$ cat src/board_pkg.sv
package board_pkg;

  localparam int ADDR_WIDTH = 10;

  typedef logic [ADDR_WIDTH-1:0] addr_t;  // byte address
  typedef logic [15:0] word_t;
  typedef logic [7:0] byte_t;

  localparam addr_t LOAD_BASE = 10'h200;  // program load starts here

  // memory-mapped registers
  localparam addr_t IO_LEDLCD = 10'h080;
  localparam addr_t IO_LCD = 10'h081;
  localparam addr_t IO_UART = 10'h082;
  localparam addr_t IO_BASE_MASK = 10'h3e0;  // 0x080..0x09f is all I/O

  typedef struct packed {
    addr_t addr;
    logic  wr;
    logic  byt;      // byte access, data in the low byte
    word_t wr_data;
  } mem_req_t;

  typedef struct packed {
    word_t       stack0;
    word_t       stack1;
    logic [5:0]  alu_sel;
  } cpu_view_t;

  typedef struct packed {
    logic       e;
    logic       rw;
    logic       rs;
    logic [3:0] db;
  } lcd_pins_t;

endpackage

$ cat src/program_loader.sv
`timescale 1ns/1ps

module program_loader (
  input  logic                 sys_clk,
  input  logic                 rst_n,
  input  board_pkg::byte_t     rx_data,
  input  logic                 rx_valid,
  input  board_pkg::mem_req_t  cpu_req,
  output board_pkg::mem_req_t  mem_req,
  output board_pkg::word_t     rx_word,
  output logic                 rx_word_valid,
  output logic                 cpu_run
);

  logic             phase;     // 0 waits for high byte, 1 for low byte
  board_pkg::word_t pair;      // last two bytes, first one on top
  logic             word_stb;
  board_pkg::addr_t load_addr;

  always_ff @(posedge sys_clk or negedge rst_n) begin
    if (!rst_n) begin
      phase    <= 1'b0;
      pair     <= '0;
      word_stb <= 1'b0;
    end else begin
      word_stb <= rx_valid & phase;
      if (rx_valid) begin
        phase <= ~phase;
        pair  <= {pair[7:0], rx_data};
      end
    end
  end

  always_ff @(posedge sys_clk or negedge rst_n) begin
    if (!rst_n) begin
      load_addr <= board_pkg::LOAD_BASE;
      cpu_run   <= 1'b0;
    end else begin
      if (cpu_run)
        load_addr <= board_pkg::LOAD_BASE;  // next load starts over
      else if (word_stb)
        load_addr <= load_addr + board_pkg::addr_t'(2);

      if (word_stb && pair == 16'hffff)
        cpu_run <= 1'b1;
      else if (rx_valid && !phase && rx_data[7:1] != 7'h7f)
        cpu_run <= 1'b0;  // a new program is coming in
    end
  end

  always_comb begin
    if (cpu_run) begin
      mem_req = cpu_req;
    end else begin
      mem_req.addr    = load_addr;
      mem_req.wr      = word_stb;
      mem_req.byt     = 1'b0;
      mem_req.wr_data = pair;
    end
  end

  assign rx_word       = pair;
  assign rx_word_valid = word_stb;

endmodule

$ cat config.mk
export PLATFORM = sky130hd
export DESIGN_NAME = program_loader
export DESIGN_NICKNAME = d
export VERILOG_FILES = /design/src/board_pkg.sv /design/src/program_loader.sv
export SDC_FILE = /design/constraint.sdc
export NUM_CORES = 1
export LEC_CHECK = 0
export BUFFER_PORTS_ARGS = -buffer_cell sky130_fd_sc_hd__clkbuf_2
export CAP_MARGIN = 20
export CORE_UTILIZATION = 40
export DETAILED_ROUTE_END_ITERATION = 8
export PLACE_DENSITY = 0.87
export SYNTH_ARGS = -nofsm -noshare
export SYNTH_HDL_FRONTEND = slang
export SYNTH_SLANG_ARGS = --single-unit
$ cat constraint.sdc
create_clock -name sys_clk -period 1.3 [get_ports sys_clk]
set_clock_uncertainty 0.15 [all_clocks]
set_input_delay 0.065 -clock sys_clk [delete_from_list [all_inputs] [get_ports sys_clk]]
set_output_delay 0.065 -clock sys_clk [all_outputs]
set_load 0.1 [all_outputs]
# ---- Word-level counts from Yosys, hierarchy flattened
# Cells that the tools add are included.
dict set report op_classes {
  mux 5
  bitwise_logic 2
  n_reduce_logical 6
  n_addsub 1
  n_eq_ne 2
}
# cell n
set op_table {}
lappend op_table {{two-way mux 28 bit} 1}
lappend op_table {{two-way mux 10 bit} 2}
lappend op_table {{equality test 16 bit, second input constant} 1}
lappend op_table {{adder 10 x 2 -> 10 bit, second input constant} 1}
lappend op_table {{!= test 7 bit, second input constant} 1}
lappend op_table {{nonzero test 2 bit} 2}
lappend op_table {{logical AND 1 bit} 3}
lappend op_table {{two-way mux 1 bit} 2}
lappend op_table {{AND 1 bit} 1}
lappend op_table {{zero test 1 bit} 1}
lappend op_table {{NOT 1 bit} 1}
dict set report word_totals {
  register_bits 29
  input_bits 39
  word_cells 21
  out_inout_bits 46
}

# ---- Depth between registers and ports, before layout
dict set report depth {
  depth_word 5
  depth_mapped 4
}

# ---- Worst setup path before layout
# Ideal clock, no wire load.
dict set report synth_path {
  path_kind {flip-flop to output port}
  from {register cpu_run}
  to {output port mem_req[22] in the netlist's numbering}
  arrival_ns 3.215
  n_path_buf 1
  t_required_ns 1.085
  setup_slack_ns -2.130
  stages_incl_launch_ff 3
  path_cell_list {dfrtp_1 -> buf_2 -> o21ai_0}
}
# element line_no
set synth_lines {}
lappend synth_lines {{start: declaration} program_loader.sv:12} ;# output logic cpu_run
lappend synth_lines {{start signal: assignment} program_loader.sv:37} ;# cpu_run <= 1'b0;
lappend synth_lines {{start signal: assignment} program_loader.sv:45} ;# cpu_run <= 1'b1;
lappend synth_lines {{start signal: assignment} program_loader.sv:47} ;# cpu_run <= 1'b0;
lappend synth_lines {{end: declaration} program_loader.sv:9} ;# output board_pkg::mem_req_t mem_req,

==> impl_metrics.csv <==
group,metric,value,unit
pwr,internal_power,0.00310,W
timing,setup_viol,46,
final_layout,multi_input_area,0.00103,mm²
die,start_util,0.420,
die,dieArea,0.00409,mm²
clocking,clockRootBuffer,"clkbuf_8",
logic_synthesis,syn_area_per_cell,11.8,µm²
place,port_buffers,84,
critical_path,path_depth,3,
timing,relSlewSlack,0.564,
detailed_routing,wl_per_cell,26.8,µm
status,outcome,"finished with violations",
critical_path,critPathLaunchType,"register",
pwr,p_comb_frac,0.668,
detailed_routing,route.detailed.drc,0,
critical_path,timing.rr.start,"rx_word[8]",
clocking,path_clk_slew,110,ps
timing,final.min_clock_period,1740,ps
logic_synthesis,synth_seq_cells,28,
logic_synthesis,synth_ff_type,"dfrtp_1",
critical_path,cpPeakStageDelay,540,ps
pwr,p_seq_frac,0.215,
critical_path,ff2ff_setup_slack,-340,ps
critical_path,cp-startpoint,"cpu_run",
pwr,swShare,0.500,
final_layout,fill_cells,95,
place,dpl.cell_count,280,
logic_synthesis,yosys.cell_types.count,32,
pwr,power.switching,0.00309,W
clocking,cts-buffers-inserted,3,
logic_synthesis,ys_warn_count,0,
global_routing,grt_pass1_vias,1917,
clocking,cts_tree,"done",
logic_synthesis,ys_seq_area_frac,0.457,
pwr,p_clk_frac,0.118,
status,violations,"negative setup slack",
final_layout,seq_area,757,µm²
place,place_area,0.00308,mm²
die,ios,85,
logic_synthesis,synthCells,130,
critical_path,critPathTopFamily,"flip-flops",
global_routing,antenna_found_initial,0,
critical_path,cp.arrival,1520,ps
logic_synthesis,async_flop_share,1.00,
die,core_area,0.00366,mm²
critical_path,crit_chain,"buf_6, mux2_4, buf_12",
critical_path,crit_type,"reg -> out",
timing,max_freq,0.575,GHz
timing,final_max_slew_viol_count,0,
die,die_h,64.0,µm
die,rows,22,
logic_synthesis,syn-num-nets,170,
die,fp.dieW,64.0,µm
detailed_routing,firstDrtPassIters,4,
final_layout,area_growth,125,%
timing,hold_ws,164,ps
final_layout,antenna_cells,0,
worst_hold_path,hp-class,"in -> async",
timing,setup_slack,-440,ps
critical_path,crit_path_end,"mem_req[15]",
pwr,p_total,0.00619,W
timing,tightestPinTransition,653,ps
critical_path,reg2regPathDepth,4,
logic_synthesis,yosysMostFrequentCell,"dfrtp_1",
global_routing,grt.total_usage,0.361,
detailed_routing,antenna_left,0,
clocking,clock_sinks,28,
timing,rsz0062_at_grt,"yes",
pwr,ir_drop,1.07,mV
critical_path,r2r_end,"cpu_run",
final_layout,stdcell_count,302,
logic_synthesis,synth_edf_count,0,
place,dp_hpwl,4250,µm
clocking,cts_buffer_depth,2,
timing,post-route-period-util,1.34,
logic_synthesis,synth.area.top_cells,"dfrtp_1 (44%), mux2_2 (18%), mux2_1 (11%)",
final_layout,layout-drive-gt1-share,0.780,
detailed_routing,drt_iter0_drc,127,
timing,hold_violations,0,
logic_synthesis,synth_area,0.00154,mm²
final_layout,finalNetCount,295,
critical_path,end_kind,"primary output",
clocking,clock_latency,290,ps
detailed_routing,avgViaCountPerCell,5.87,
pwr,power-per-cell-area,1790,mW/mm²
global_routing,grt_pass1_wl,10800,µm
clocking,htree_levels,1,
global_routing,grt_max_degree,26,
logic_synthesis,synth.top_cell.area_share,0.440,
critical_path,cp_slowest_cell,"dfrtp_4",
run,cap_violations,0,
critical_path,crit_fanout,6,
detailed_routing,num_vias,1774,
final_layout,fin_area,0.00346,mm²
detailed_routing,wirelength,8080,µm
place,gp_congestion,0.844,
critical_path,crit_buf_inv,2,
logic_synthesis,synthTopCellsByCount,"dfrtp_1 (27), mux2_2 (24), mux2_1 (15), nand2_1 (10), buf_2 (6)",
timing,tns,-13370,ps
global_routing,grt_overflow,0,
critical_path,required,1090,ps
logic_synthesis,synth_area_leader_cell,"dfrtp_1",
pwr,leakage,1.55,nW
-- sequential cells by signal (all words and copies together) (netlist names) --
signal         count
rx_word_valid      1
phase              1
cpu_run            1
load_addr          9
rx_word           16
-- through the flow --
stage	utilization	worst slack [ps]
floorplan	-	-306
global placement	0.842	-71.6
detailed placement	0.842	-151
CTS	0.914	-403
global route	0.946	-461
finish	0.946	-440
-- worst reg2reg max path: cells and delay by family, from the launching register on --
kind                   cells  cell delay (ps)
buffers and inverters      1              120
DFF                        1              430
AOI/OAI and AO/OA          1              160
and+or+nand+nor            2              700
-- cell families (layout without fill, tap and decap cells) --
kind of cell / count (synthesis) / after routing / synth area share
xor gates and xnor gates: 4 / 4 / 0.0228
adders and majority gates: 1 / 1 / 0.00814
DFF: 28 / 28 / 0.457
buffers and inverters: 9 / 133 / 0.0326
muxes: 41 / 41 / 0.299
and+or+nand+nor: 38 / 38 / 0.141
AOI/OAI and AO/OA: 9 / 9 / 0.0399
-- worst min-delay path by stage --
stage	startpoint	endpoint	slack [ps]	cells past startpoint
2_1_floorplan	rst_n	load_addr[1]	-380	0
3_3_place_gp	rst_n	load_addr[6]	-50	1
3_5_place_dp	rst_n	load_addr[6]	-40	1
4_1_cts	rst_n	load_addr[6]	200	2
5_1_grt	rst_n	cpu_run	220	2
6_report	rst_n	cpu_run	160	2
-- routing by layer --
layer	global-route usage	share of wire	vias up
met3	0.100	0.076	30
met4	0.179	0.048	0
met2	0.676	0.52	133
li1	-	-	714
met5	0	0	-
met1	0.361	0.35	897
-- repair_timing --
action                                  4_1_cts  5_1_grt
endpoints found under the setup margin       43       50
gates resized for setup                      17       21
endpoints found under the hold margin        31        0
hold buffers                                  9        0
buffers inserted                              5        5
pin swaps                                     1        3
-- cell usage in the layout, fill, tap and decap left out, types with 7 or more instances in the layout --
cell type	n
dfrtp_4	12
buf_4	16
dfrtp_2	8
mux2_2	8
dlygate4sd3_1	9
buf_12	47
clkbuf_2	38
mux2_4	22
dfrtp_1	7
mux2_1	9
buf_6	18
-- cell type report --
cell class,count,area share
repair buffers,128,0.446
multi-input cells,93,0.296
flip-flops and latches,28,0.219
well taps,48,0.0173
clock buffers,3,0.0119
clock inverters,1,0.00867
inverters,1,0.00108
-- power by group through the flow --
stage / Combinational, W / Sequential, W / Clock [W]
after CTS: 0.00376 / 0.00126 / 0.000700
after global routing: 0.00420 / 0.00133 / 0.000760
final: 0.00413 / 0.00133 / 0.000728
after detailed placement: 0.00362 / 0.00128 / 0
after global placement: 0.00352 / 0.00125 / 0
after floorplan: 0.00165 / 0.00177 / 0
No activity file was read; power rests on OpenSTA's default activity.
