<file path="config.mk">
export PLATFORM = sky130hd
export DESIGN_NAME = io_regs
export DESIGN_NICKNAME = d
export VERILOG_FILES = /design/src/board_pkg.sv /design/src/io_regs.sv
export SDC_FILE = /design/constraint.sdc
export NUM_CORES = 1
export LEC_CHECK = 0
export ABC_CLOCK_PERIOD_IN_PS = 3080
export BUFFER_PORTS_ARGS = -buffer_cell sky130_fd_sc_hd__buf_2
export CORE_ASPECT_RATIO = 0.5
export CORE_MARGIN = 4
export CORE_UTILIZATION = 45
export CTS_BUF_LIST = sky130_fd_sc_hd__clkbuf_8
export DETAILED_ROUTE_END_ITERATION = 8
export PLACE_DENSITY_LB_ADDON = 0.08
export SYNTH_ARGS = -nofsm -noshare
export SYNTH_HDL_FRONTEND = slang
export SYNTH_SLANG_ARGS = --single-unit
</file>
<file path="constraint.sdc">
create_clock -name sys_clk -period 3.08 [get_ports sys_clk]
set_clock_uncertainty 0.15 [all_clocks]
set_input_delay 0.154 -clock sys_clk [delete_from_list [all_inputs] [get_ports sys_clk]]
set_output_delay 0.154 -clock sys_clk [all_outputs]
set_load 0.01 [all_outputs]
</file>
<file path="src/board_pkg.sv">
package board_pkg;

  localparam int ADDR_WIDTH = 10;

  typedef logic [ADDR_WIDTH-1:0] addr_t;  // byte address
  typedef logic [15:0] word_t;
  typedef logic [7:0] byte_t;

  localparam addr_t LOAD_BASE = 10'h200;  // program load starts here

  // memory-mapped registers
  localparam addr_t IO_LEDLCD = 10'h080;
  localparam addr_t IO_LCD = 10'h081;
  localparam addr_t IO_UART = 10'h082;
  localparam addr_t IO_BASE_MASK = 10'h3e0;  // 0x080..0x09f is all I/O

  typedef struct packed {
    addr_t addr;
    logic  wr;
    logic  byt;      // byte access, data in the low byte
    word_t wr_data;
  } mem_req_t;

  typedef struct packed {
    word_t       stack0;
    word_t       stack1;
    logic [5:0]  alu_sel;
  } cpu_view_t;

  typedef struct packed {
    logic       e;
    logic       rw;
    logic       rs;
    logic [3:0] db;
  } lcd_pins_t;

endpackage

</file>
<file path="src/io_regs.sv">
`timescale 1ns/1ps

module io_regs (
  input  logic                 sys_clk,
  input  logic                 rst_n,
  input  board_pkg::mem_req_t  cpu_req,
  input  board_pkg::word_t     mem_rd_data,
  input  board_pkg::word_t     rx_word,
  input  logic                 rx_word_valid,
  output board_pkg::word_t     cpu_rd_data,
  output board_pkg::byte_t     io_led,
  output board_pkg::lcd_pins_t lcd,
  output board_pkg::byte_t     tx_data,
  output logic                 tx_start
);

  localparam int AW = board_pkg::ADDR_WIDTH;

  board_pkg::byte_t lcd_reg;    // e rw rs - db[3:0]
  board_pkg::word_t rx_word_q;
  board_pkg::addr_t addr_d;     // lines up with the memory read
  logic             wr_ledlcd;
  logic             wr_lcd;
  logic             wr_uart;

  assign wr_ledlcd = cpu_req.wr && cpu_req.addr == board_pkg::IO_LEDLCD;
  assign wr_lcd    = cpu_req.wr && cpu_req.addr == board_pkg::IO_LCD;
  assign wr_uart   = cpu_req.wr && cpu_req.addr == board_pkg::IO_UART;

  always_ff @(posedge sys_clk or negedge rst_n) begin
    if (!rst_n) begin
      io_led    <= '0;
      lcd_reg   <= '0;
      tx_data   <= '0;
      tx_start  <= 1'b0;
      rx_word_q <= '0;
      addr_d    <= '0;
    end else begin
      addr_d   <= cpu_req.addr;
      tx_start <= wr_uart;
      if (wr_ledlcd) begin
        io_led <= cpu_req.wr_data[7:0];
        if (!cpu_req.byt) lcd_reg <= cpu_req.wr_data[15:8];  // word write sets both
      end else if (wr_lcd) begin
        lcd_reg <= cpu_req.wr_data[15:8];
      end
      if (wr_uart) tx_data <= cpu_req.wr_data[7:0];
      if (rx_word_valid) rx_word_q <= rx_word;
    end
  end

  assign lcd.e  = lcd_reg[0];
  assign lcd.rw = lcd_reg[1];
  assign lcd.rs = lcd_reg[2];
  assign lcd.db = lcd_reg[7:4];

  always_comb begin
    if ((addr_d & board_pkg::IO_BASE_MASK) == board_pkg::IO_LEDLCD) begin
      if (addr_d[AW-1:1] == board_pkg::IO_LEDLCD[AW-1:1])
        cpu_rd_data = {lcd_reg, io_led};
      else if (addr_d[AW-1:1] == board_pkg::IO_UART[AW-1:1])
        cpu_rd_data = rx_word_q;
      else
        cpu_rd_data = '0;  // unused I/O slot
    end else begin
      cpu_rd_data = mem_rd_data;
    end
  end

endmodule

</file>
# Yosys cells after proc, flatten, opt, wreduce, memory -nomap -nowiden
# Index checks and enable logic that the tools add are counted.
[classes]
n_eq_ne = 7
muxes = 6
reduce_logical = 5
[op_table]
columns = ["cell", "n"]
rows = [
  ["16-bit 2-to-1 mux", 3],
  ["10-bit by 8-bit equality test with 1-bit output, second input constant", 3],
  ["8-bit 2-to-1 mux", 3],
  ["9-bit by 7-bit equality test with 1-bit output, second input constant", 2],
  ["5-bit by 3-bit equality test with 1-bit output, second input constant", 1],
  ["1-bit logical AND", 3],
  ["2-bit inequality test, second input constant", 1],
  ["2-bit AND reduction", 1],
  ["2-bit nonzero test", 1],
]
[totals]
reg_bits = 51

# Longest topological paths before layout
[depth]
word_depth = 4
ltp_mapped = 5
mapped_depth_nobuf = 4

# Worst setup path after synthesis
# Ideal clock, no wire load.
[synth_timing]
kind = "input to register"
startpoint = "in cpu_req[21] (netlist bit)"
endpoint = "reg lcd_reg[0]"
arrival_time_ps = 1650
setup_slack_ps = 1155
stages = 4
path_cell_list = "or4_4 > or4_4 > buf_6 > mux2_4"
[synth_between]
elab_chain_cells = 4
word_cells_on_any_way = 8
[synth_rtl]
columns = ["item", "line_no", "source"]
rows = [
  ["start, declared", "io_regs.sv:6", "input board_pkg::mem_req_t cpu_req,"],
  ["10-bit by 8-bit equality test with 1-bit output, on equally long branches", "io_regs.sv:26, io_regs.sv:27", ""],
  ["1-bit logical AND, on equally long branches", "io_regs.sv:26, io_regs.sv:27", ""],
  ["2-bit inequality test (no line) / 2-bit nonzero test (equally long branches)", "--", ""],
  ["2-bit AND reduction (no line)", "--", ""],
  ["end signal, assigned", "io_regs.sv:43", "if (!cpu_req.byt) lcd_reg <= cpu_req.wr_data[15:8];"],
  ["end signal, assigned", "io_regs.sv:45", "lcd_reg <= cpu_req.wr_data[15:8];"],
  ["end, declared", "io_regs.sv:19", "board_pkg::byte_t lcd_reg;"],
]
# Parallel ways exist; a longest one is shown, timed or not.
# A chain may end at the register's enable or synchronous reset.

# Worst setup path after layout
[layout_timing]
startpoint = "reg addr_d[6]"
endpoint = "out cpu_rd_data[12]"
[layout_between]
elab_chain_cells = 4
word_cells_on_any_way = 6
[layout_rtl]
columns = ["item", "line_no", "source"]
rows = [
  ["start, declared", "io_regs.sv:21", "board_pkg::addr_t addr_d;"],
  ["start signal, assigned", "io_regs.sv:39", "addr_d <= cpu_req.addr;"],
  ["9-bit by 7-bit equality test with 1-bit output", "io_regs.sv:61", "else if (addr_d[AW-1:1] == board_pkg::IO_UART[AW-1:1])"],
  ["16-bit 2-to-1 mux", "io_regs.sv:61", ""],
  ["16-bit 2-to-1 mux", "io_regs.sv:59", "if (addr_d[AW-1:1] == board_pkg::IO_LEDLCD[AW-1:1])"],
  ["16-bit 2-to-1 mux *", "io_regs.sv:58", "if ((addr_d & board_pkg::IO_BASE_MASK) == board_pkg::IO_LEDLCD) begin"],
  ["end, declared", "io_regs.sv:10", "output board_pkg::word_t cpu_rd_data,"],
]
# Every way passes the cells marked *; elsewhere a longest branch is shown, timed or not.

==> metrics.md <==
| Metric | Value |
|---|---|
| Total track usage | `17.9%` |
| Power Dens Cells | `390 nW/um^2` |
| Synthesis-to-finish area growth | `44.4%` |
| Tmin final | `2.52 ns` |
| RePlAce Congestion | `0.720` |
| Clock network power share | `29.4%` |
| Row count | `17` |
| CP bufs+invs | `1` |
| Seq/Total Area, Yosys | `55.1%` |
| Switching share of power | `23.2%` |
| #FFs+latches synth | `50` |
| Syn avg cell area | `13.8 sq um` |
| Endpoints failing hold | `0` |
| Synth Area in Simple Gates | `7.06%` |
| Port bufs | `102` |
| Largest family of logic cells by synthesized area | `multiplexers` |
| DR WL/cell | `14.9 microns` |
| Multiplexer area fraction after synthesis | `28.2%` |
| Setup WS post-layout | `0.557 ns` |
| Worst setup SP type | `flip-flop` |
| Die extent in y | `58.2 microns` |
| Initial Util | `48.9%` |
| Die area | `6310 sq um` |
| Register Area | `1250 sq um` |
| Avg Vias per Cell | `4.84` |
| Setup bufs post-CTS | `0` |
| RSZ-0062 raised after global routing | `no` |
| Clk sinks | `50` |
| Maximum VDD drop | `0.253 mV` |
| DP Worst Slack | `0.882 ns` |
| Synth Instances | `165` |
| Period utilisation layout | `81.9%` |
| Max incr delay on CP | `0.62 ns` |
| Max-cap violations | `0` |
| Setup violations, final | `0` |
| Die W | `108 microns` |
| Worst Tran Pin Value | `1.09 ns` |
| Initial antenna violation count | `0` |
| Compound-Gate Fraction of Synth Area | `5.29%` |
| Layout cells sized above 1 | `51.0%` |
| Clk slew on worst S/H paths | `0.08 ns` |
| Int Pwr | `982 uW` |
| DRT Wirelength | `5470 microns` |
| Synthesized cell area | `2270 sq um` |
| Pin count of the biggest net entering global routing | `51` |
| Clk root buf | `clkbuf_8` |
| Worst-skew pair later-pin latency | `0.29 ns` |
| # resized after CTS | `0` |
| Top reg by flops | `rx_word_q` |
| Number of global-route vias before repair | `1767` |
| P_sw | `297 uW` |
| Adder-cell share of the synthesized area | `0%` |
| Worst rel slew slack | `27.5%` |
| CTS buffer count | `5` |
| Fill cell count | `337` |
| Ports | `103` |
| Hold WC Path Type | `in -> reg` |
| CTS tree | `yes` |
| Top flop regs | `rx_word_q (16), addr_d (9)` |
| Max Slew Vio Count | `0` |
| DRC viols | `0` |
| CP max FO | `32` |
| CP Class | `reg -> out` |
| Crit path DAT | `2.22 ns` |
| Post-Synth XOR/XNOR Area | `0%` |
| # hold bufs at CTS | `42` |
| Total core area | `4640 sq um` |
| Detail Route Antenna Nets | `0` |
| Fin nets | `362` |
| Required @ worst endpoint | `2.78 ns` |
| Fmax | `0.396 GHz` |
| DR vias | `1771` |
| Final Non-Filler Cells | `366` |
| First-pass GRT wire length | `8800 microns` |
| Dpl cells | `316` |
| Post-Syn Nets | `228` |
| Cell variety after synth | `18` |
| Drt initial violations | `99` |
| Clk buf depth | `2` |
| Multi-input logic area | `921 sq um` |
| 1st-pass router iterations | `4` |
| Register share of total power | `55.4%` |
| H-tree levels | `2` |
| Leakage power | `1.73 nW` |
| Crit end category | `output pin` |
| Setup TNS | `0 ns` |
| Logic pwr share | `15.2%` |
| Warnings, synthesis | `0` |
| Max reg flops | `16` |
| CP top delay family | `simple AND/OR/NAND/NOR gates` |
| GR Overflow Total | `0` |
| CP Cell Sequence | `nor4_1 -> nand2_1 -> o31ai_1 -> buf_2` |
| Status | `finished, final reports clean` |
| Max stage delay cell, worst path | `nand2_1` |
| Ant. Diodes | `0` |
-- path summary, 6_finish.rpt --
| kind | from | endpoint | slack (ns) | cells after the start |
|---|---|---|---|---|
| worst min register to register | tx_data[7] | tx_data[7] | 0.36 | 1 |
| min in group asynchronous | rst_n | rx_word_q[9] | 0.47 | 2 |
| worst max register to register | lcd_reg[0] | lcd_reg[0] | 2.15 | 1 |
| max in group asynchronous | rst_n | addr_d[7] | 1.64 | 2 |
| worst min-delay path | cpu_req[18] | tx_start | 0.01 | 2 |
| worst max-delay path | addr_d[6] | cpu_rd_data[12] | 0.56 | 4 |
-- cell families (layout without fill, tap and decap cells) --
kind of cell,Yosys count,after routing
DFF,50,50
muxes,56,56
buffers and inverters,17,152
AOI/OAI and AO/OA,16,16
and+or+nand+nor,26,26
-- cell type report --
| cell class | instances | share of cell area (%) |
|---|---|---|
| sequential | 50 | 38.2 |
| timing repair buffer | 144 | 28.4 |
| multi-input combinational | 98 | 28.1 |
| clock buffer | 6 | 2.52 |
| tap | 66 | 2.52 |
| clock inverter | 2 | 0.267 |
-- power groups by stage --
| stage | clock (mW) | combinational [mW] | sequential [mW] |
|---|---|---|---|
| 4_1_cts | 0.392 | 0.196 | 0.709 |
| 3_5_place_dp | 0 | 0.154 | 0.722 |
| 3_3_place_gp | 0 | 0.151 | 0.720 |
| 2_1_floorplan | 0 | 0.0798 | 0.714 |
| 6_report | 0.376 | 0.194 | 0.708 |
| 5_1_grt | 0.418 | 0.215 | 0.713 |
-- synth_stat cells --
master	count	share of area [%]
buf_1	1	0.17
buf_4	7	2.3
buf_6	1	0.50
clkbuf_1	8	1.3
dfrtp_1	50	55
mux2_2	32	16
mux2_4	8	5.3
mux2i_1	16	7.1
nand2_1	17	2.8
nand3_1	1	0.22
nor2b_1	1	0.28
nor3_1	1	0.22
nor4_1	1	0.28
nor4_4	1	0.94
nor4b_4	1	1.0
o31ai_1	16	5.3
or3_1	1	0.28
or4_4	2	0.99
-- stage by stage --
stage / hold slack, ns / power (mW) / area (sq um) / utilization (%)
6_report: 0.0128 / 1.28 / 3280 / 70.7
5_1_grt: 0.00420 / 1.35 / 3280 / 70.7
4_1_cts: 0.00659 / 1.30 / 3280 / 70.7
3_5_place_dp: 0.128 / 0.876 / 2770 / 59.6
3_3_place_gp: 0.127 / 0.871 / 2770 / 59.6
2_1_floorplan: -0.292 / 0.794 / 2270 / -
-- layout by cell type, fill, tap and decap left out --
cell	n
nor2b_1	1
buf_2	102
o31ai_1	16
nor4b_4	1
mux2_4	8
dlygate4sd3_1	42
or3_1	1
nor4_1	1
clkinv_2	1
clkbuf_8	6
mux2i_1	16
nand2_1	17
inv_1	1
nor4_4	1
dfrtp_1	50
nand3_1	1
nor3_1	1
or4_4	2
mux2_2	32
-- per-layer routing --
layer,up-vias,track usage (%),routed length [microns]
met2,56,30.5,2640
met4,0,3.06,26
met3,4,4.56,377
li1,857,-,-
met1,854,23.6,2430
met5,-,0,0
(Power assumes the default switching activity.)
