**src/board_pkg.sv**
```systemverilog
package board_pkg;

  localparam int ADDR_WIDTH = 10;

  typedef logic [ADDR_WIDTH-1:0] addr_t;  // byte address
  typedef logic [15:0] word_t;
  typedef logic [7:0] byte_t;

  localparam addr_t LOAD_BASE = 10'h200;  // program load starts here

  // memory-mapped registers
  localparam addr_t IO_LEDLCD = 10'h080;
  localparam addr_t IO_LCD = 10'h081;
  localparam addr_t IO_UART = 10'h082;
  localparam addr_t IO_BASE_MASK = 10'h3e0;  // 0x080..0x09f is all I/O

  typedef struct packed {
    addr_t addr;
    logic  wr;
    logic  byt;      // byte access, data in the low byte
    word_t wr_data;
  } mem_req_t;

  typedef struct packed {
    word_t       stack0;
    word_t       stack1;
    logic [5:0]  alu_sel;
  } cpu_view_t;

  typedef struct packed {
    logic       e;
    logic       rw;
    logic       rs;
    logic [3:0] db;
  } lcd_pins_t;

endpackage

```
**src/led_matrix_scan.sv**
```systemverilog
`timescale 1ns/1ps

module led_matrix_scan #(
  parameter int SCAN_PERIOD = 27000,
  parameter int GAP_ON      = 100,
  parameter int GAP_OFF     = 2000
) (
  input  logic                 sys_clk,
  input  logic                 rst_n,
  input  board_pkg::mem_req_t  mem_req,
  input  board_pkg::cpu_view_t cpu_view,
  input  board_pkg::byte_t     io_led,
  output logic [7:0]           led_col,
  output logic [8:0]           led_row
);

  localparam int CW = $clog2(SCAN_PERIOD);
  localparam logic [CW-1:0] CNT_LAST = CW'(SCAN_PERIOD - 1);
  localparam logic [CW-1:0] LIT_FROM = CW'(GAP_ON);
  localparam logic [CW-1:0] LIT_UNTIL = CW'(SCAN_PERIOD - GAP_OFF);

  logic [CW-1:0] cnt;
  logic [3:0]    row;
  logic          lit;

  // segments a..g then dot, a on the msb
  function automatic logic [7:0] seg7(input logic [4:0] n);
    case (n[3:0])
      4'h0: seg7 = {7'b1111110, n[4]};
      4'h1: seg7 = {7'b0110000, n[4]};
      4'h2: seg7 = {7'b1101101, n[4]};
      4'h3: seg7 = {7'b1111001, n[4]};
      4'h4: seg7 = {7'b0110011, n[4]};
      4'h5: seg7 = {7'b1011011, n[4]};
      4'h6: seg7 = {7'b1011111, n[4]};
      4'h7: seg7 = {7'b1110000, n[4]};
      4'h8: seg7 = {7'b1111111, n[4]};
      4'h9: seg7 = {7'b1111011, n[4]};
      4'ha: seg7 = {7'b1110111, n[4]};
      4'hb: seg7 = {7'b0011111, n[4]};
      4'hc: seg7 = {7'b1001110, n[4]};
      4'hd: seg7 = {7'b0111101, n[4]};
      4'he: seg7 = {7'b1001111, n[4]};
      default: seg7 = {7'b1000111, n[4]};
    endcase
  endfunction

  always_ff @(posedge sys_clk or negedge rst_n) begin
    if (!rst_n) begin
      cnt <= '0;
      row <= '0;
    end else if (cnt == CNT_LAST) begin
      cnt <= '0;
      row <= (row == 4'd8) ? 4'd0 : row + 4'd1;  // nine rows
    end else begin
      cnt <= cnt + 1'b1;
    end
  end

  // dark gap around each row change avoids ghosting
  assign lit     = (cnt >= LIT_FROM) && (cnt < LIT_UNTIL);
  assign led_row = lit ? ~(9'd1 << row) : '1;

  always_comb begin
    case (row)
      4'd0:    led_col = mem_req.wr_data[15:8];
      4'd1:    led_col = mem_req.wr_data[7:0];
      4'd2:    led_col = cpu_view.stack0[15:8];
      4'd3:    led_col = cpu_view.stack0[7:0];
      4'd4:    led_col = cpu_view.stack1[15:8];
      4'd5:    led_col = cpu_view.stack1[7:0];
      4'd6:    led_col = {2'b00, cpu_view.alu_sel};
      4'd7:    led_col = io_led;
      default: led_col = seg7(mem_req.addr[4:0]);
    endcase
  end

endmodule

```
**config.mk**
```make
export PLATFORM = sky130hd
export DESIGN_NAME = led_matrix_scan
export DESIGN_NICKNAME = d
export VERILOG_FILES = /design/src/board_pkg.sv /design/src/led_matrix_scan.sv
export SDC_FILE = /design/constraint.sdc
export NUM_CORES = 1
export LEC_CHECK = 0
export ABC_AREA = 1
export CAP_MARGIN = 30
export CORE_MARGIN = 5
export CORE_UTILIZATION = 40
export CTS_CLUSTER_DIAMETER = 40
export DETAILED_ROUTE_END_ITERATION = 16
export DONT_BUFFER_PORTS = 1
export GPL_TIMING_DRIVEN = 0
export PLACE_DENSITY = 0.63
export SETUP_SLACK_MARGIN = 0.5
export SLEW_MARGIN = 20
export SYNTH_ARGS = -nofsm -noshare
export SYNTH_HDL_FRONTEND = slang
export SYNTH_SLANG_ARGS = --single-unit
```
**constraint.sdc**
```tcl
create_clock -name sys_clk -period 3.53 [get_ports sys_clk]
set_clock_uncertainty 0.2 [all_clocks]
set_input_delay 0.706 -clock sys_clk [delete_from_list [all_inputs] [get_ports sys_clk]]
set_output_delay 0.706 -clock sys_clk [all_outputs]
set_load 0.005 [all_outputs]
```
# After elaboration in Yosys (flattened, before gate mapping)
# Cells that the tools add are included.
word_totals:
  input_bits: 76
  regBits: 19
  word_cells: 39
  output_inout_bits: 17
classes:
  shifts: 1
  n_mux: 5
  n_addsub: 2
  bitwise: 1
  reduce_logical: 3
  magnitude_cmp: 2
  n_eq_ne: 23
ops:
  columns: ["cell", "count"]
  rows:
  - ["$pmux 8 s15", 1]
  - ["$pmux 8 s8", 1]
  - ["$eq 4x3->1 const B", 8]
  - ["$eq 4x4->1 const B", 8]
  - ["$eq 4x2->1 const B", 4]
  - ["$add 15x1->15 const B", 1]
  - ["$eq 15x15->1 const B", 1]
  - ["$ge 15x7->1 const B", 1]
  - ["$lt 15x15->1 const B", 1]
  - ["$mux 15", 1]
  - ["$mux 9", 1]
  - ["$not 9->9", 1]
  - ["$shl 1x4->9 const A", 1]
  - ["$eq 4x1->1 const B", 2]
  - ["$logic_not 4->1", 2]
  - ["$add 4x1->4 const B", 1]
  - ["$mux 4", 1]
  - ["$logic_and 1x1->1", 1]

# Longest topological paths before layout
logic_depth:
  word_depth: 3
  ltp_mapped: 11
  depth_no_buf: 10

# Worst setup path before layout
# No wires, ideal clock.
synth_path:
  path_type: "register to output"
  startpoint: "reg row[0]"
  endpoint: "out led_col[5]"
  slack_ns: 1.257
  stages_incl_launch_ff: 8
  arrival_ns: 1.367
  path_cell_list: "dfrtp_1 ha_1 buf_2 o21ai_0 nand2_1 nor2_4 nand3_1 nand2_1"
synth_via:
  elab_chain_len: 2
  word_cells_on_any_way: 9
  cone_classes: "7 x eq/ne; 1 x mux; 1 x reduce/logical"
synth_rtl:
  columns: ["element", "line", "source"]
  rows:
  - ["from (decl)", "led_matrix_scan.sv:23", "logic [3:0] row;"]
  - ["from (signal assigned)", "led_matrix_scan.sv:54", "row <= (row == 4'd8) ? 4'd0 : row + 4'd1;"]
  - ["$eq 4x3->1, or another cell as far along", "led_matrix_scan.sv:65", "case (row)"]
  - ["$pmux 8 s8 *", "led_matrix_scan.sv:65", null]
  - ["to (decl)", "led_matrix_scan.sv:13", "output logic [7:0] led_col,"]
# Mark *: on every way between the ends. The rest lies on a longest branch, timed or not.

# Final worst setup path
layout_path:
  startpoint: "reg row[0]"
  endpoint: "out led_col[4]"
# The elaborated chain is that of the path after synthesis.

==> Implementation_results.wiki <==
{| class="wikitable"
! Metric !! Value
|-
| Clock buffers created by TritonCTS || 3
|-
| Post-DR wirelength/cell || 13.4 um
|-
| Cell with the largest stage delay on the worst path || sky130_fd_sc_hd__dfrtp_1
|-
| Crit path capture type || output port
|-
| Number of instances in the synthesized netlist || 378
|-
| Ant diodes || 0
|-
| Die height || 84.3 um
|-
| Initial antenna violation count || 0
|-
| Final Max Slew Viols || 0
|-
| Mean area per synthesized cell || 5.84 um2
|-
| CP max FO || 10
|-
| CTS H-tree lvls || 1
|-
| Vias/cell || 5.16
|-
| Endpoint of the worst hold path || cnt[0]
|-
| Reg2Reg Setup Slack || 1.82 ns
|-
| Leading area contributor after synthesis || sky130_fd_sc_hd__nand2_1
|-
| Final estimated routing congestion in global placement || 0.875
|-
| Adder and majority cell fraction of the synthesized area || 4.54%
|-
| Metal1 wirelength || 2.60 mm
|-
| Io pins || 93
|-
| Detailed placer's ending HPWL || 4.84 mm
|-
| Detailed router's first-iteration violation count || 115
|-
| Number of enable-type register cells in the synthesized netlist || 0
|-
| Highest attainable clock frequency || 0.359 GHz
|-
| Number of sinks on the clock net || 19
|-
| Uppermost layer routed || met4
|-
| Hold Crit Depth || 1
|-
| Largest net degree at the start of global routing || 20
|-
| Type of the setup path with the least slack || reg2out
|-
| Routed WL || 6.10 mm
|-
| Crit Reg-Reg Startpoint || row[0]
|-
| Antenna viol nets, final || 0
|-
| Cells along the critical path || inv_1 -> ha_1 -> buf_2 -> nand2_1 -> nor2_4 -> nand2_1 -> nand2_1 -> inv_1 -> nand2_1 -> nor2_1 -> nand2_1
|-
| Most frequent cells after synthesis || sky130_fd_sc_hd__nand2_1 (133), sky130_fd_sc_hd__nor2_1 (52), sky130_fd_sc_hd__inv_1 (40), sky130_fd_sc_hd__nand3_1 (40), sky130_fd_sc_hd__nand4_1 (25)
|-
| Detailed-routing iteration count for the pre-antenna-repair pass || 6
|-
| Area of the multi-input gates || 1460 um2
|-
| Total met2 wirelength after detailed routing || 2.99 mm
|-
| Synth Warn # || 0
|-
| Compound-Gate Fraction of Synth Area || 3.69%
|-
| Total grt overflow || 0
|-
| Critical path startpoint category || register
|-
| Number of placement rows || 27
|-
| Root Buffer Master || sky130_fd_sc_hd__clkbuf_8
|-
| Clock latency of the later-clocked register in the worst-skew pair || 0.26 ns
|-
| Nets in the synthesized netlist || 462
|-
| Launch instance of the worst min-delay path || cnt[0]
|-
| Initial core utilization || 40.6%
|-
| CP Data Required Time || 2.62 ns
|-
| Reg area || 475 um2
|-
| CTS-repair resized insts || 0
|-
| Most used cell, CP || sky130_fd_sc_hd__nand2_1
|-
| Static power due to leakage || 1.22 nW
|-
| Dominant combinational cell family by area after synthesis || simple AND/OR/NAND/NOR gates
|-
| Minimum clock period || 2.79 ns
|-
| Sequential share of the synthesized area || 21.6%
|-
| Max cap viols || 0
|-
| TritonCTS clock tree || yes
|-
| Number of buffers on the longest clock path || 2
|-
| Setup tns final || 0 ns
|-
| Worst R2R Path Depth || 7
|-
| Post-route clock period utilization || 79.0%
|-
| Max stage delay on crit path || 0.43 ns
|-
| Post-synthesis cell type count || 29
|-
| Final setup fails || 0
|-
| Share of the synthesized area in the top cell type || 22.6%
|-
| Area of the core region || 5440 um2
|-
| Post-synthesis instance area || 2210 um2
|-
| Layout area overhead || 7.26%
|-
| Total die area || 7100 um2
|-
| Met3 Routed Length || 416 um
|-
| Fraction of synthesized cell area in xor and xnor cells || 2.78%
|-
| Outcome || finished, final reports clean
|-
| End of the worst register-to-register path || row[2]
|-
| Layout net count || 469
|-
| Clock transition at the registers of the reported paths || 0.07 ns
|-
| Worst EP arrival || 1.88 ns
|-
| Die span in x || 84.3 um
|-
| Wire length of the first global-routing pass || 10.2 mm
|-
| Setup Fix Bufs, Post-CTS || 0
|-
| Dominant cells by area after synthesis || sky130_fd_sc_hd__nand2_1 (23%), sky130_fd_sc_hd__dfrtp_1 (22%), sky130_fd_sc_hd__nand3_1 (9.1%)
|-
| Final core utilization || 43.5%
|-
| Post-synthesis mux area share || 0%
|-
| Number of input and output port buffers inserted || 0
|-
| Most frequently used cell type in the post-synthesis netlist || sky130_fd_sc_hd__nand2_1
|-
| Simple-gate area share of the yosys netlist || 55.4%
|-
| Primary flip-flop cell chosen by synthesis mapping || sky130_fd_sc_hd__dfrtp_1
|-
| Synthesis-stage register bit count || 19
|-
| Slew at the pin closest to its max-slew limit || 0.334 ns
|-
| Post-synth ARST share || 100%
|-
| Number of fillers in the final layout || 584
|-
| Number of global-route vias before repair || 2166
|-
| Final hold viol count || 0
|-
| Remaining design rule violation count || 0
|-
| Fraction of final layout cells with drive strength greater than 1 || 9.90%
|-
| Power density normalized to cell area || 171 nW/um2
|-
| Total number of vias || 2352
|-
| Worst hold-check path type || reg2reg
|-
| Hold buffers post-CTS || 1
|-
| Maximum VDD drop || 0.200 mV
|-
| Global-route total usage across every layer || 17.0%
|-
| Unrepaired setup endpoints after global routing || no
|-
| Max-Slew Margin vs Limit || 77.7%
|}
final cells by class:
cell class,instances,area share (%)
flip-flops and latches,19,20.1
clock buffers,4,1.90
well taps,72,3.81
multi-input cells,302,61.9
repair buffers,2,1.06
inverters,46,7.83
plain buffers,11,3.44
per-stage QoR:
step | power, W | cells | hold slack (ns) | instance area, um2 | worst slack (ns)
finish | 0.000405 | 456 | 0.309 | 2370 | 0.742
floorplan | 0.000248 | 378 | 0.210 | 2210 | 1.26
global placement | 0.000252 | 450 | 0.211 | 2300 | 1.02
detailed placement | 0.000252 | 450 | 0.211 | 2300 | 0.996
CTS | 0.000411 | 455 | 0.313 | 2350 | 0.708
global route | 0.000434 | 456 | 0.324 | 2370 | 0.529
report_power, final:
part	total [W]	leakage [nW]	internal, W	switching (W)
Clock	0.000150	0.0228	0.0000802	0.0000700
Combinational	0.0000375	0.950	0.0000142	0.0000233
Sequential	0.000218	0.251	0.000218	0
flip-flops by register name, indices dropped and copies added, names as in the netlist:
signal,cells
cnt,15
row,4
layout by cell type (no fill, tap or decap), types with 2 or more instances in the layout:
cell type and count:
sky130_fd_sc_hd__inv_2 2, sky130_fd_sc_hd__clkbuf_8 3, sky130_fd_sc_hd__nand3b_1 2, sky130_fd_sc_hd__buf_6 3, sky130_fd_sc_hd__nor2_4 3, sky130_fd_sc_hd__nand3_2 2
sky130_fd_sc_hd__buf_4 3, sky130_fd_sc_hd__ha_1 8, sky130_fd_sc_hd__nand4_1 25, sky130_fd_sc_hd__nor2_2 6, sky130_fd_sc_hd__inv_1 40, sky130_fd_sc_hd__o21ai_1 5
sky130_fd_sc_hd__xor2_1 6, sky130_fd_sc_hd__buf_2 4, sky130_fd_sc_hd__o21ai_0 8, sky130_fd_sc_hd__nand2_2 6, sky130_fd_sc_hd__dfrtp_1 19, sky130_fd_sc_hd__nor2_1 52
sky130_fd_sc_hd__nand3_1 40, sky130_fd_sc_hd__a21oi_1 2, sky130_fd_sc_hd__nand2_1 133
kinds of logic (layout without fill, tap and decap cells):
logic type,after synthesis,count (layout)
buf+inv,57,63
fa+ha+maj,8,8
compound gates,16,16
flops,19,19
simple gates,271,271
xor+xnor,7,7
worst max-delay path by stage:
stage	from	end	slack [ns]
after floorplan	row[0]	led_col[5]	1.26
after global placement	row[0]	led_col[2]	1.02
after detailed placement	row[0]	led_col[2]	1.0
after CTS	row[0]	led_col[2]	0.71
after global routing	row[0]	led_col[0]	0.53
final	row[0]	led_col[4]	0.74
layer usage:
metal  global-route usage [%]  vias up
met5                        0        -
met4                     5.41        0
met3                     2.65        7
met2                     29.9       71
met1                     21.2     1062
li1                         -     1212
critical path: cells and delay by family (launching register included):
family | cells | cell delay (ns)
fa+ha+maj | 1 | 0.14
buf+inv | 3 | 0.36
flops | 1 | 0.43
simple gates | 7 | 0.68
(Power assumes the default switching activity.)
