<file path="src/board_pkg.sv">
package board_pkg;

  localparam int ADDR_WIDTH = 10;

  typedef logic [ADDR_WIDTH-1:0] addr_t;  // byte address
  typedef logic [15:0] word_t;
  typedef logic [7:0] byte_t;

  localparam addr_t LOAD_BASE = 10'h200;  // program load starts here

  // memory-mapped registers
  localparam addr_t IO_LEDLCD = 10'h080;
  localparam addr_t IO_LCD = 10'h081;
  localparam addr_t IO_UART = 10'h082;
  localparam addr_t IO_BASE_MASK = 10'h3e0;  // 0x080..0x09f is all I/O

  typedef struct packed {
    addr_t addr;
    logic  wr;
    logic  byt;      // byte access, data in the low byte
    word_t wr_data;
  } mem_req_t;

  typedef struct packed {
    word_t       stack0;
    word_t       stack1;
    logic [5:0]  alu_sel;
  } cpu_view_t;

  typedef struct packed {
    logic       e;
    logic       rw;
    logic       rs;
    logic [3:0] db;
  } lcd_pins_t;

endpackage

</file>
<file path="src/uart.sv">
`timescale 1ns/1ps

module uart #(
  parameter int CLKS_PER_BIT = 234
) (
  input  logic             sys_clk,
  input  logic             rst_n,
  input  logic             rx,
  output logic             tx,
  output board_pkg::byte_t rx_data,
  output logic             rx_valid,
  input  board_pkg::byte_t tx_data,
  input  logic             tx_start
);

  localparam int CW = $clog2(CLKS_PER_BIT + 1);
  localparam logic [CW-1:0] BIT_LAST = CW'(CLKS_PER_BIT - 1);
  localparam logic [CW-1:0] HALF_LAST = CW'(CLKS_PER_BIT / 2 - 1);

  typedef enum logic [1:0] {RX_IDLE, RX_START, RX_DATA, RX_STOP} rx_state_t;

  rx_state_t        rx_state;
  logic [1:0]       rx_sync;
  logic [CW-1:0]    rx_cnt;
  logic [2:0]       rx_bit;
  board_pkg::byte_t rx_shift;

  logic             tx_busy;
  logic [9:0]       tx_frame;  // stop, data, start
  logic [3:0]       tx_bit;
  logic [CW-1:0]    tx_cnt;

  always_ff @(posedge sys_clk or negedge rst_n) begin
    if (!rst_n) begin
      rx_sync <= 2'b11;  // line idles high
    end else begin
      rx_sync <= {rx_sync[0], rx};
    end
  end

  always_ff @(posedge sys_clk or negedge rst_n) begin
    if (!rst_n) begin
      rx_state <= RX_IDLE;
      rx_cnt   <= '0;
      rx_bit   <= '0;
      rx_valid <= 1'b0;
    end else begin
      rx_valid <= 1'b0;
      case (rx_state)
        RX_IDLE: begin
          rx_cnt <= '0;
          if (!rx_sync[1]) rx_state <= RX_START;
        end
        RX_START: begin
          if (rx_cnt == HALF_LAST) begin  // middle of start bit
            rx_cnt   <= '0;
            rx_bit   <= '0;
            rx_state <= rx_sync[1] ? RX_IDLE : RX_DATA;  // glitch, back to idle
          end else begin
            rx_cnt <= rx_cnt + 1'b1;
          end
        end
        RX_DATA: begin
          if (rx_cnt == BIT_LAST) begin
            rx_cnt <= '0;
            rx_bit <= rx_bit + 1'b1;
            if (rx_bit == 3'd7) rx_state <= RX_STOP;
          end else begin
            rx_cnt <= rx_cnt + 1'b1;
          end
        end
        default: begin  // stop bit
          if (rx_cnt == BIT_LAST) begin
            rx_valid <= rx_sync[1];  // framing error drops the byte
            rx_state <= RX_IDLE;
          end else begin
            rx_cnt <= rx_cnt + 1'b1;
          end
        end
      endcase
    end
  end

  // lsb first, so shift in from the top
  always_ff @(posedge sys_clk) begin
    if (rx_state == RX_DATA && rx_cnt == BIT_LAST) rx_shift <= {rx_sync[1], rx_shift[7:1]};
  end

  assign rx_data = rx_shift;

  always_ff @(posedge sys_clk or negedge rst_n) begin
    if (!rst_n) begin
      tx_busy  <= 1'b0;
      tx_frame <= '1;
      tx_bit   <= '0;
      tx_cnt   <= '0;
    end else if (!tx_busy) begin
      if (tx_start) begin
        tx_busy  <= 1'b1;
        tx_frame <= {1'b1, tx_data, 1'b0};
        tx_bit   <= '0;
        tx_cnt   <= '0;
      end
    end else if (tx_cnt == BIT_LAST) begin
      tx_cnt   <= '0;
      tx_frame <= {1'b1, tx_frame[9:1]};  // refill with idle level
      tx_bit   <= tx_bit + 1'b1;
      if (tx_bit == 4'd9) tx_busy <= 1'b0;
    end else begin
      tx_cnt <= tx_cnt + 1'b1;
    end
  end

  assign tx = tx_frame[0];

endmodule

</file>
<file path="config.mk">
export PLATFORM = sky130hd
export DESIGN_NAME = uart
export DESIGN_NICKNAME = d
export VERILOG_FILES = /design/src/board_pkg.sv /design/src/uart.sv
export SDC_FILE = /design/constraint.sdc
export NUM_CORES = 1
export LEC_CHECK = 0
export ABC_AREA = 1
export BUFFER_PORTS_ARGS = -buffer_cell sky130_fd_sc_hd__buf_2
export CAP_MARGIN = 20
export CORE_MARGIN = 5
export CORE_UTILIZATION = 53
export CTS_CLUSTER_DIAMETER = 40
export CTS_CLUSTER_SIZE = 25
export DETAILED_ROUTE_END_ITERATION = 10
export HOLD_SLACK_MARGIN = 0.03
export PLACE_DENSITY = 0.75
export SLEW_MARGIN = 0
export SYNTH_ARGS = -nofsm -noshare
export SYNTH_HDL_FRONTEND = slang
export SYNTH_SLANG_ARGS = --single-unit
</file>
<file path="constraint.sdc">
create_clock -name sys_clk -period 1.4 [get_ports sys_clk]
set_input_delay 0.14 -clock sys_clk [delete_from_list [all_inputs] [get_ports sys_clk]]
set_output_delay 0.14 -clock sys_clk [all_outputs]
set_load 0.03 [all_outputs]
</file>
* After elaboration in Yosys (flattened, before gate mapping)
Index checks and enable logic that the tools add are counted.
** Word-level totals
- Register bits after elaboration :: 47
- Latch bits :: 0
- Bits in writable memories :: 0
- ROM bits :: 0
- Input port bits :: 12
- Output and inout port bits :: 10
- Word-level logic and storage cells :: 65
- Memories kept :: 0
** Operators by class
- Add/sub/neg operators :: 4
- Multipliers :: 0
- Divide/modulo/power cells :: 0
- $lt $le $gt $ge :: 0
- Equal/unequal tests :: 13
- Shifts and indexed selects :: 0
- Multiplexer cells :: 29
- Bitwise gates (word level) :: 0
- Reduce and logical (&&, ||, !) cells :: 9
** Operators with widths (number)
- 8-bit 2-to-1 mux :: 6
- 10-bit 2-to-1 mux :: 3
- 8-bit one-hot mux with 3 select lines :: 1
- 8-bit by 1-bit adder with 8-bit output, second input constant :: 2
- 8-bit equality test, second input constant :: 2
- 2-bit 2-to-1 mux :: 6
- 4-bit 2-to-1 mux :: 3
- 8-bit by 7-bit equality test with 1-bit output, second input constant :: 1
- 2-bit != test, second input constant :: 4
- 1-bit 2-to-1 mux :: 6
- 3-bit 2-to-1 mux :: 2
- 2-bit one-hot mux with 3 select lines :: 1
- 3-bit one-hot mux with 2 select lines :: 1
- 5-bit AND reduction :: 1
- 4-bit by 1-bit adder with 4-bit output, second input constant :: 1
- 4-bit equality test, second input constant :: 1
- 4-bit by 1-bit != test with 1-bit output, second input constant :: 1
- 2-bit nonzero test :: 2
- 3-bit by 1-bit adder with 3-bit output, second input constant :: 1
- 3-bit equality test, second input constant :: 1
- 3-bit AND reduction :: 1
- 3-bit nonzero test :: 1
- 3-bit OR reduction :: 1
- 2-bit by 1-bit equality test with 1-bit output, second input constant :: 1
- other kinds (5) :: 5

* Logic depth before layout (Yosys ltp)
- Word-level depth :: 4
- Gate-level depth with buffers :: 10
- Mapped depth without buffers :: 10

* Worst setup path after synthesis
OpenSTA, ideal clock, no wires.
- Path type :: register to register
- Start point :: register rx_cnt[1]
- End point :: register rx_bit[0]
- Setup time :: 65 ps
- Arrival time :: 1400 ps
- Data required time :: 1335 ps
- Slack :: -65 ps
- Cell stages (with the launch flop) :: 10
- Buffers on the path :: 0
- Clock period less this slack :: 1465 ps
- Cells stage by stage :: dfrtp_1 -> inv_1 -> ha_1 -> nand2_1 -> nor2_2 -> nand2_2 -> nor2_4 -> inv_2 -> or2_0 -> nand2_1
** On the way
- Word-level cells in the longest chain between the ends :: 3
- Elaborated cells on any way between the ends :: 5
- Classes of those cells :: eq/ne: 4; reduce/logical: 1
** Ends and longest elaborated chain
- start, declared :: RTL line uart.sv:24 : logic [CW-1:0] rx_cnt;
- start signal, assigned :: RTL line uart.sv:60 : rx_cnt <= rx_cnt + 1'b1;
- start signal, assigned :: RTL line uart.sv:69 : rx_cnt <= rx_cnt + 1'b1;
- start signal, assigned :: RTL line uart.sv:77 : rx_cnt <= rx_cnt + 1'b1;
- 8-bit equality test or 8-bit by 7-bit equality test with 1-bit output (tied branches) :: RTL line uart.sv:64, uart.sv:55
- 2-bit != test (no line)
- 3-bit AND reduction (no line) *
- end signal, assigned :: RTL line uart.sv:66 : rx_bit <= rx_bit + 1'b1;
- end, declared :: RTL line uart.sv:25 : logic [2:0] rx_bit;
Mark *: on every way between the ends. The rest lies on a longest branch, timed or not.
A chain may end at the register's enable or synchronous reset.

* Worst setup path after layout
- Start point :: register rx_cnt[1]
- End point :: register rx_shift[0], in the netlist rx_data[0], enable pin
** On the way
- Word-level cells in the longest chain between the ends :: 2
** Ends and longest elaborated chain
- 8-bit equality test :: RTL line uart.sv:86 : if (rx_state == RX_DATA && rx_cnt == BIT_LAST) rx_shift <= {rx_sync[1], rx_shift[7:1]};
- 1-bit logical AND :: RTL line uart.sv:86
- end signal, assigned :: RTL line uart.sv:86
- end, declared :: RTL line uart.sv:26 : board_pkg::byte_t rx_shift;
Every way passes these cells.

==> flow_summary.json <==
{
  "setup_viol": 21,
  "critical_path.max_stage_delay_ns": 0.41,
  "ios": 22,
  "yosys.area_share.simple": 0.274,
  "muxShareOfSynthArea": 0,
  "slew_headroom": 0.680,
  "cts_max_level": 2,
  "layout-drive-gt1-share": 0.407,
  "rsz0062_at_grt": "true",
  "min_period_ns": 1.51,
  "crit_slowest_cell": "dfrtp_1",
  "cp-end-kind": "flip-flop",
  "drc": 0,
  "violations": "setup timing",
  "cts_tree": "yes",
  "leakage_nw": 1.49,
  "wirelength_um": 5710,
  "dpl_cell_area_sq_mm": 0.00266,
  "syn-num-nets": 293,
  "drtIter0Drc": 216,
  "die-height_um": 76.6,
  "setup_slack_ns": -0.112,
  "synth.cell_area_sq_mm": 0.00235,
  "grt_max_degree": 39,
  "multi_input_area_sq_mm": 0.00125,
  "viasPerCell": 5.50,
  "tightestPinTransition_ns": 0.480,
  "clock_sinks": 46,
  "synthAdderAreaFrac": 0.0480,
  "start_util": 0.543,
  "ant_nets": 0,
  "ys_types": 31,
  "period_share": 1.08,
  "critPathKind": "flip-flop to flip-flop",
  "cp_cell_sequence": "inv_2 -> ha_4 -> nand2_4 -> nor2_4 -> nand2_4 -> nor2_4 -> buf_12",
  "cp.required_ns": 1.43,
  "synth_xor_area_frac": 0.0261,
  "via_count": 2094,
  "synth_compound_area_frac": 0.0736,
  "fin_skew_ns": 0.00800,
  "finalNetCount": 349,
  "areaGrowthSynthToFinish_pct": 33.4,
  "cp_top_family": "simple AND/OR/NAND/NOR gates",
  "crit_path_start_kind": "flip-flop",
  "grt_pass1_wl_um": 9070,
  "n_antenna_cell": 0,
  "post_drt_wl_per_cell_um": 15.0,
  "place_hpwl_um": 3370,
  "insertion_delay_ns": 0.31,
  "cts_root_buf": "clkbuf_8",
  "grt_usage": 0.192,
  "p_per_area_mw_per_mm2": 1140,
  "crit_fanout": 8,
  "synth_top_family_by_area": "simple AND/OR/NAND/NOR gates",
  "hp-class": "primary input to flip-flop",
  "die-area_sq_mm": 0.00586,
  "ys.warnings.count": 0,
  "synth_area_per_cell_sq_um": 8.63,
  "gp_routability_congestion": 0.810,
  "fillers": 299,
  "status": "finished, violations left",
  "power_mw": 3.58,
  "synth_cells": 272,
  "max-vdd-ir-drop_v": 0.000719,
  "slew_viol_final": 0,
  "ys_seq_area_frac": 0.513,
  "drv_cap": 0,
  "numPortBuffers": 21,
  "cp.arrival_ns": 1.55,
  "clkTransAtPathRegs_ns": 0.09,
  "cts.path.max_buffers": 2,
  "grt_antenna_before_repair": 0,
  "grt_pass1_vias": 1909,
  "cts_buffers": 5,
  "final-hold-violation-count": 0,
  "critPathBufInv": 2,
  "ys_ff_latch": 46,
  "coreArea_sq_mm": 0.00432,
  "regArea_sq_mm": 0.00121,
  "drtPass1Iterations": 5,
  "die_width_um": 76.6,
  "fin_area_sq_mm": 0.00313,
  "grt.overflow.total": 0,
  "fmax_mhz": 661,
  "row_count": 24
}
-- final cells by class --
type                    instances  share of cell area
clock buffers                   6              0.0300
clock inverters                 2             0.00439
inverters                      28              0.0336
multi-input cells             193               0.400
flip-flops and latches         46               0.385
well taps                      52              0.0208
repair buffers                 54               0.127
-- routing by layer --
metal | vias to the layer above | GRT usage | share of wire
met5 | - | 0 | 0
met4 | 0 | 0.0839 | 0.038
met3 | 27 | 0.0296 | 0.056
met2 | 88 | 0.300 | 0.46
met1 | 987 | 0.265 | 0.44
li1 | 992 | - | -
-- synth_stat cells (all sizes together) --
cell type,instances,area share
o21ai,11,0.025
inv,28,0.045
buf,6,0.020
a21oi,5,0.012
a21o,1,0.0032
dfrtp,27,0.29
or2,1,0.0027
nor2,24,0.047
a31oi,1,0.0027
nand2,88,0.14
nand3,26,0.055
nor3,2,0.0064
edfxtp,8,0.10
o21bai,1,0.0032
o211ai,3,0.0096
o22ai,3,0.0080
xor2,6,0.022
ha,9,0.048
dfstp,11,0.12
o21a,3,0.0096
xnor2,1,0.0037
nand4,7,0.019
-- logic make-up after synthesis --
group | count (synthesis)
and+or+nand+nor | 148
AOI/OAI and AO/OA | 28
xor gates and xnor gates | 7
buffers and inverters | 34
adders and majority gates | 9
DFF | 46
-- timing repair --
action	4_1_cts	5_1_grt
hold endpoints to repair	28	0
resized for setup	24	56
hold buffers	2	0
setup endpoints to repair	24	40
pin swaps	6	16
setup buffers	4	3
gates cloned	2	0
-- through the flow --
| stage | std cells | TNS (ns) | setup WS (ns) | util | hold slack, ns |
|---|---|---|---|---|---|
| after global routing | 381 | -3.70 | -0.178 | 0.724 | 0.0676 |
| final | 381 | -1.52 | -0.112 | 0.724 | 0.0741 |
| after CTS | 378 | -0.489 | -0.0598 | 0.671 | 0.0715 |
| after floorplan | 272 | -0.0479 | -0.0479 | - | -0.156 |
| after detailed placement | 362 | -0.593 | -0.0665 | 0.614 | 0.220 |
| after global placement | 362 | -0.111 | -0.0139 | 0.614 | 0.213 |
-- cells in the final DEF (no fill, tap or decap), types with 2 or more instances in the layout --
master / instances
o21ai_1: 5
o21ai_0: 3
clkbuf_8: 5
a21oi_2: 2
buf_2: 21
dfrtp_1: 26
inv_1: 20
dfstp_2: 11
xor2_1: 6
o211ai_1: 3
edfxtp_1: 8
o22ai_2: 2
nor2_1: 11
nand3_2: 8
buf_6: 5
buf_4: 24
inv_2: 8
nand4_1: 7
o21ai_2: 3
nand2_1: 70
ha_1: 5
nand2_2: 12
nand3_1: 17
nor2_4: 5
o21a_1: 3
nand2_4: 6
dlygate4sd3_1: 2
nor2_2: 8
a21oi_1: 3
ha_4: 4
-- path summary, 6_finish.rpt --
check | startpoint | endpoint | slack [ns] | depth (start not counted)
worst max-delay path | rx_cnt[1]$_DFFE_PN0P_ | rx_data[0]$_DFFE_PP_ | -0.11 | 7
worst min-delay path | tx_data[7] | tx_frame[8]$_DFFE_PN1P_ | 0.07 | 3
worst max register to register | rx_cnt[1]$_DFFE_PN0P_ | rx_data[0]$_DFFE_PP_ | -0.11 | 7
worst min register to register | rx_sync[0]$_DFF_PN1_ | rx_sync[1]$_DFF_PN1_ | 0.36 | 0
max in group asynchronous | rst_n | tx_frame[4]$_DFFE_PN1P_ | 0.64 | 3
min in group asynchronous | rst_n | rx_cnt[3]$_DFFE_PN0P_ | 0.40 | 3
-- power breakdown --
part | internal, mW | switching, mW | total [mW] | leakage (nW)
sequential | 1.57 | 0.171 | 1.74 | 0.521
clock | 0.464 | 0.476 | 0.940 | 0.0567
combinational | 0.425 | 0.480 | 0.905 | 0.909
-- worst min-delay path: stages --
cell and delay, ns:
buf_2 0.08, nor3_1 0.05, a21oi_2 0.09
-- registers in the layout (all words and copies together), names as in the netlist --
name / count
tx_frame: 9
rx_cnt: 8
rx_data: 8
tx_cnt: 8
tx_bit: 4
rx_bit: 3
rx_state: 2
rx_sync: 2
rx_valid: 1
tx_busy: 1
No activity file was read; power rests on OpenSTA's default activity.
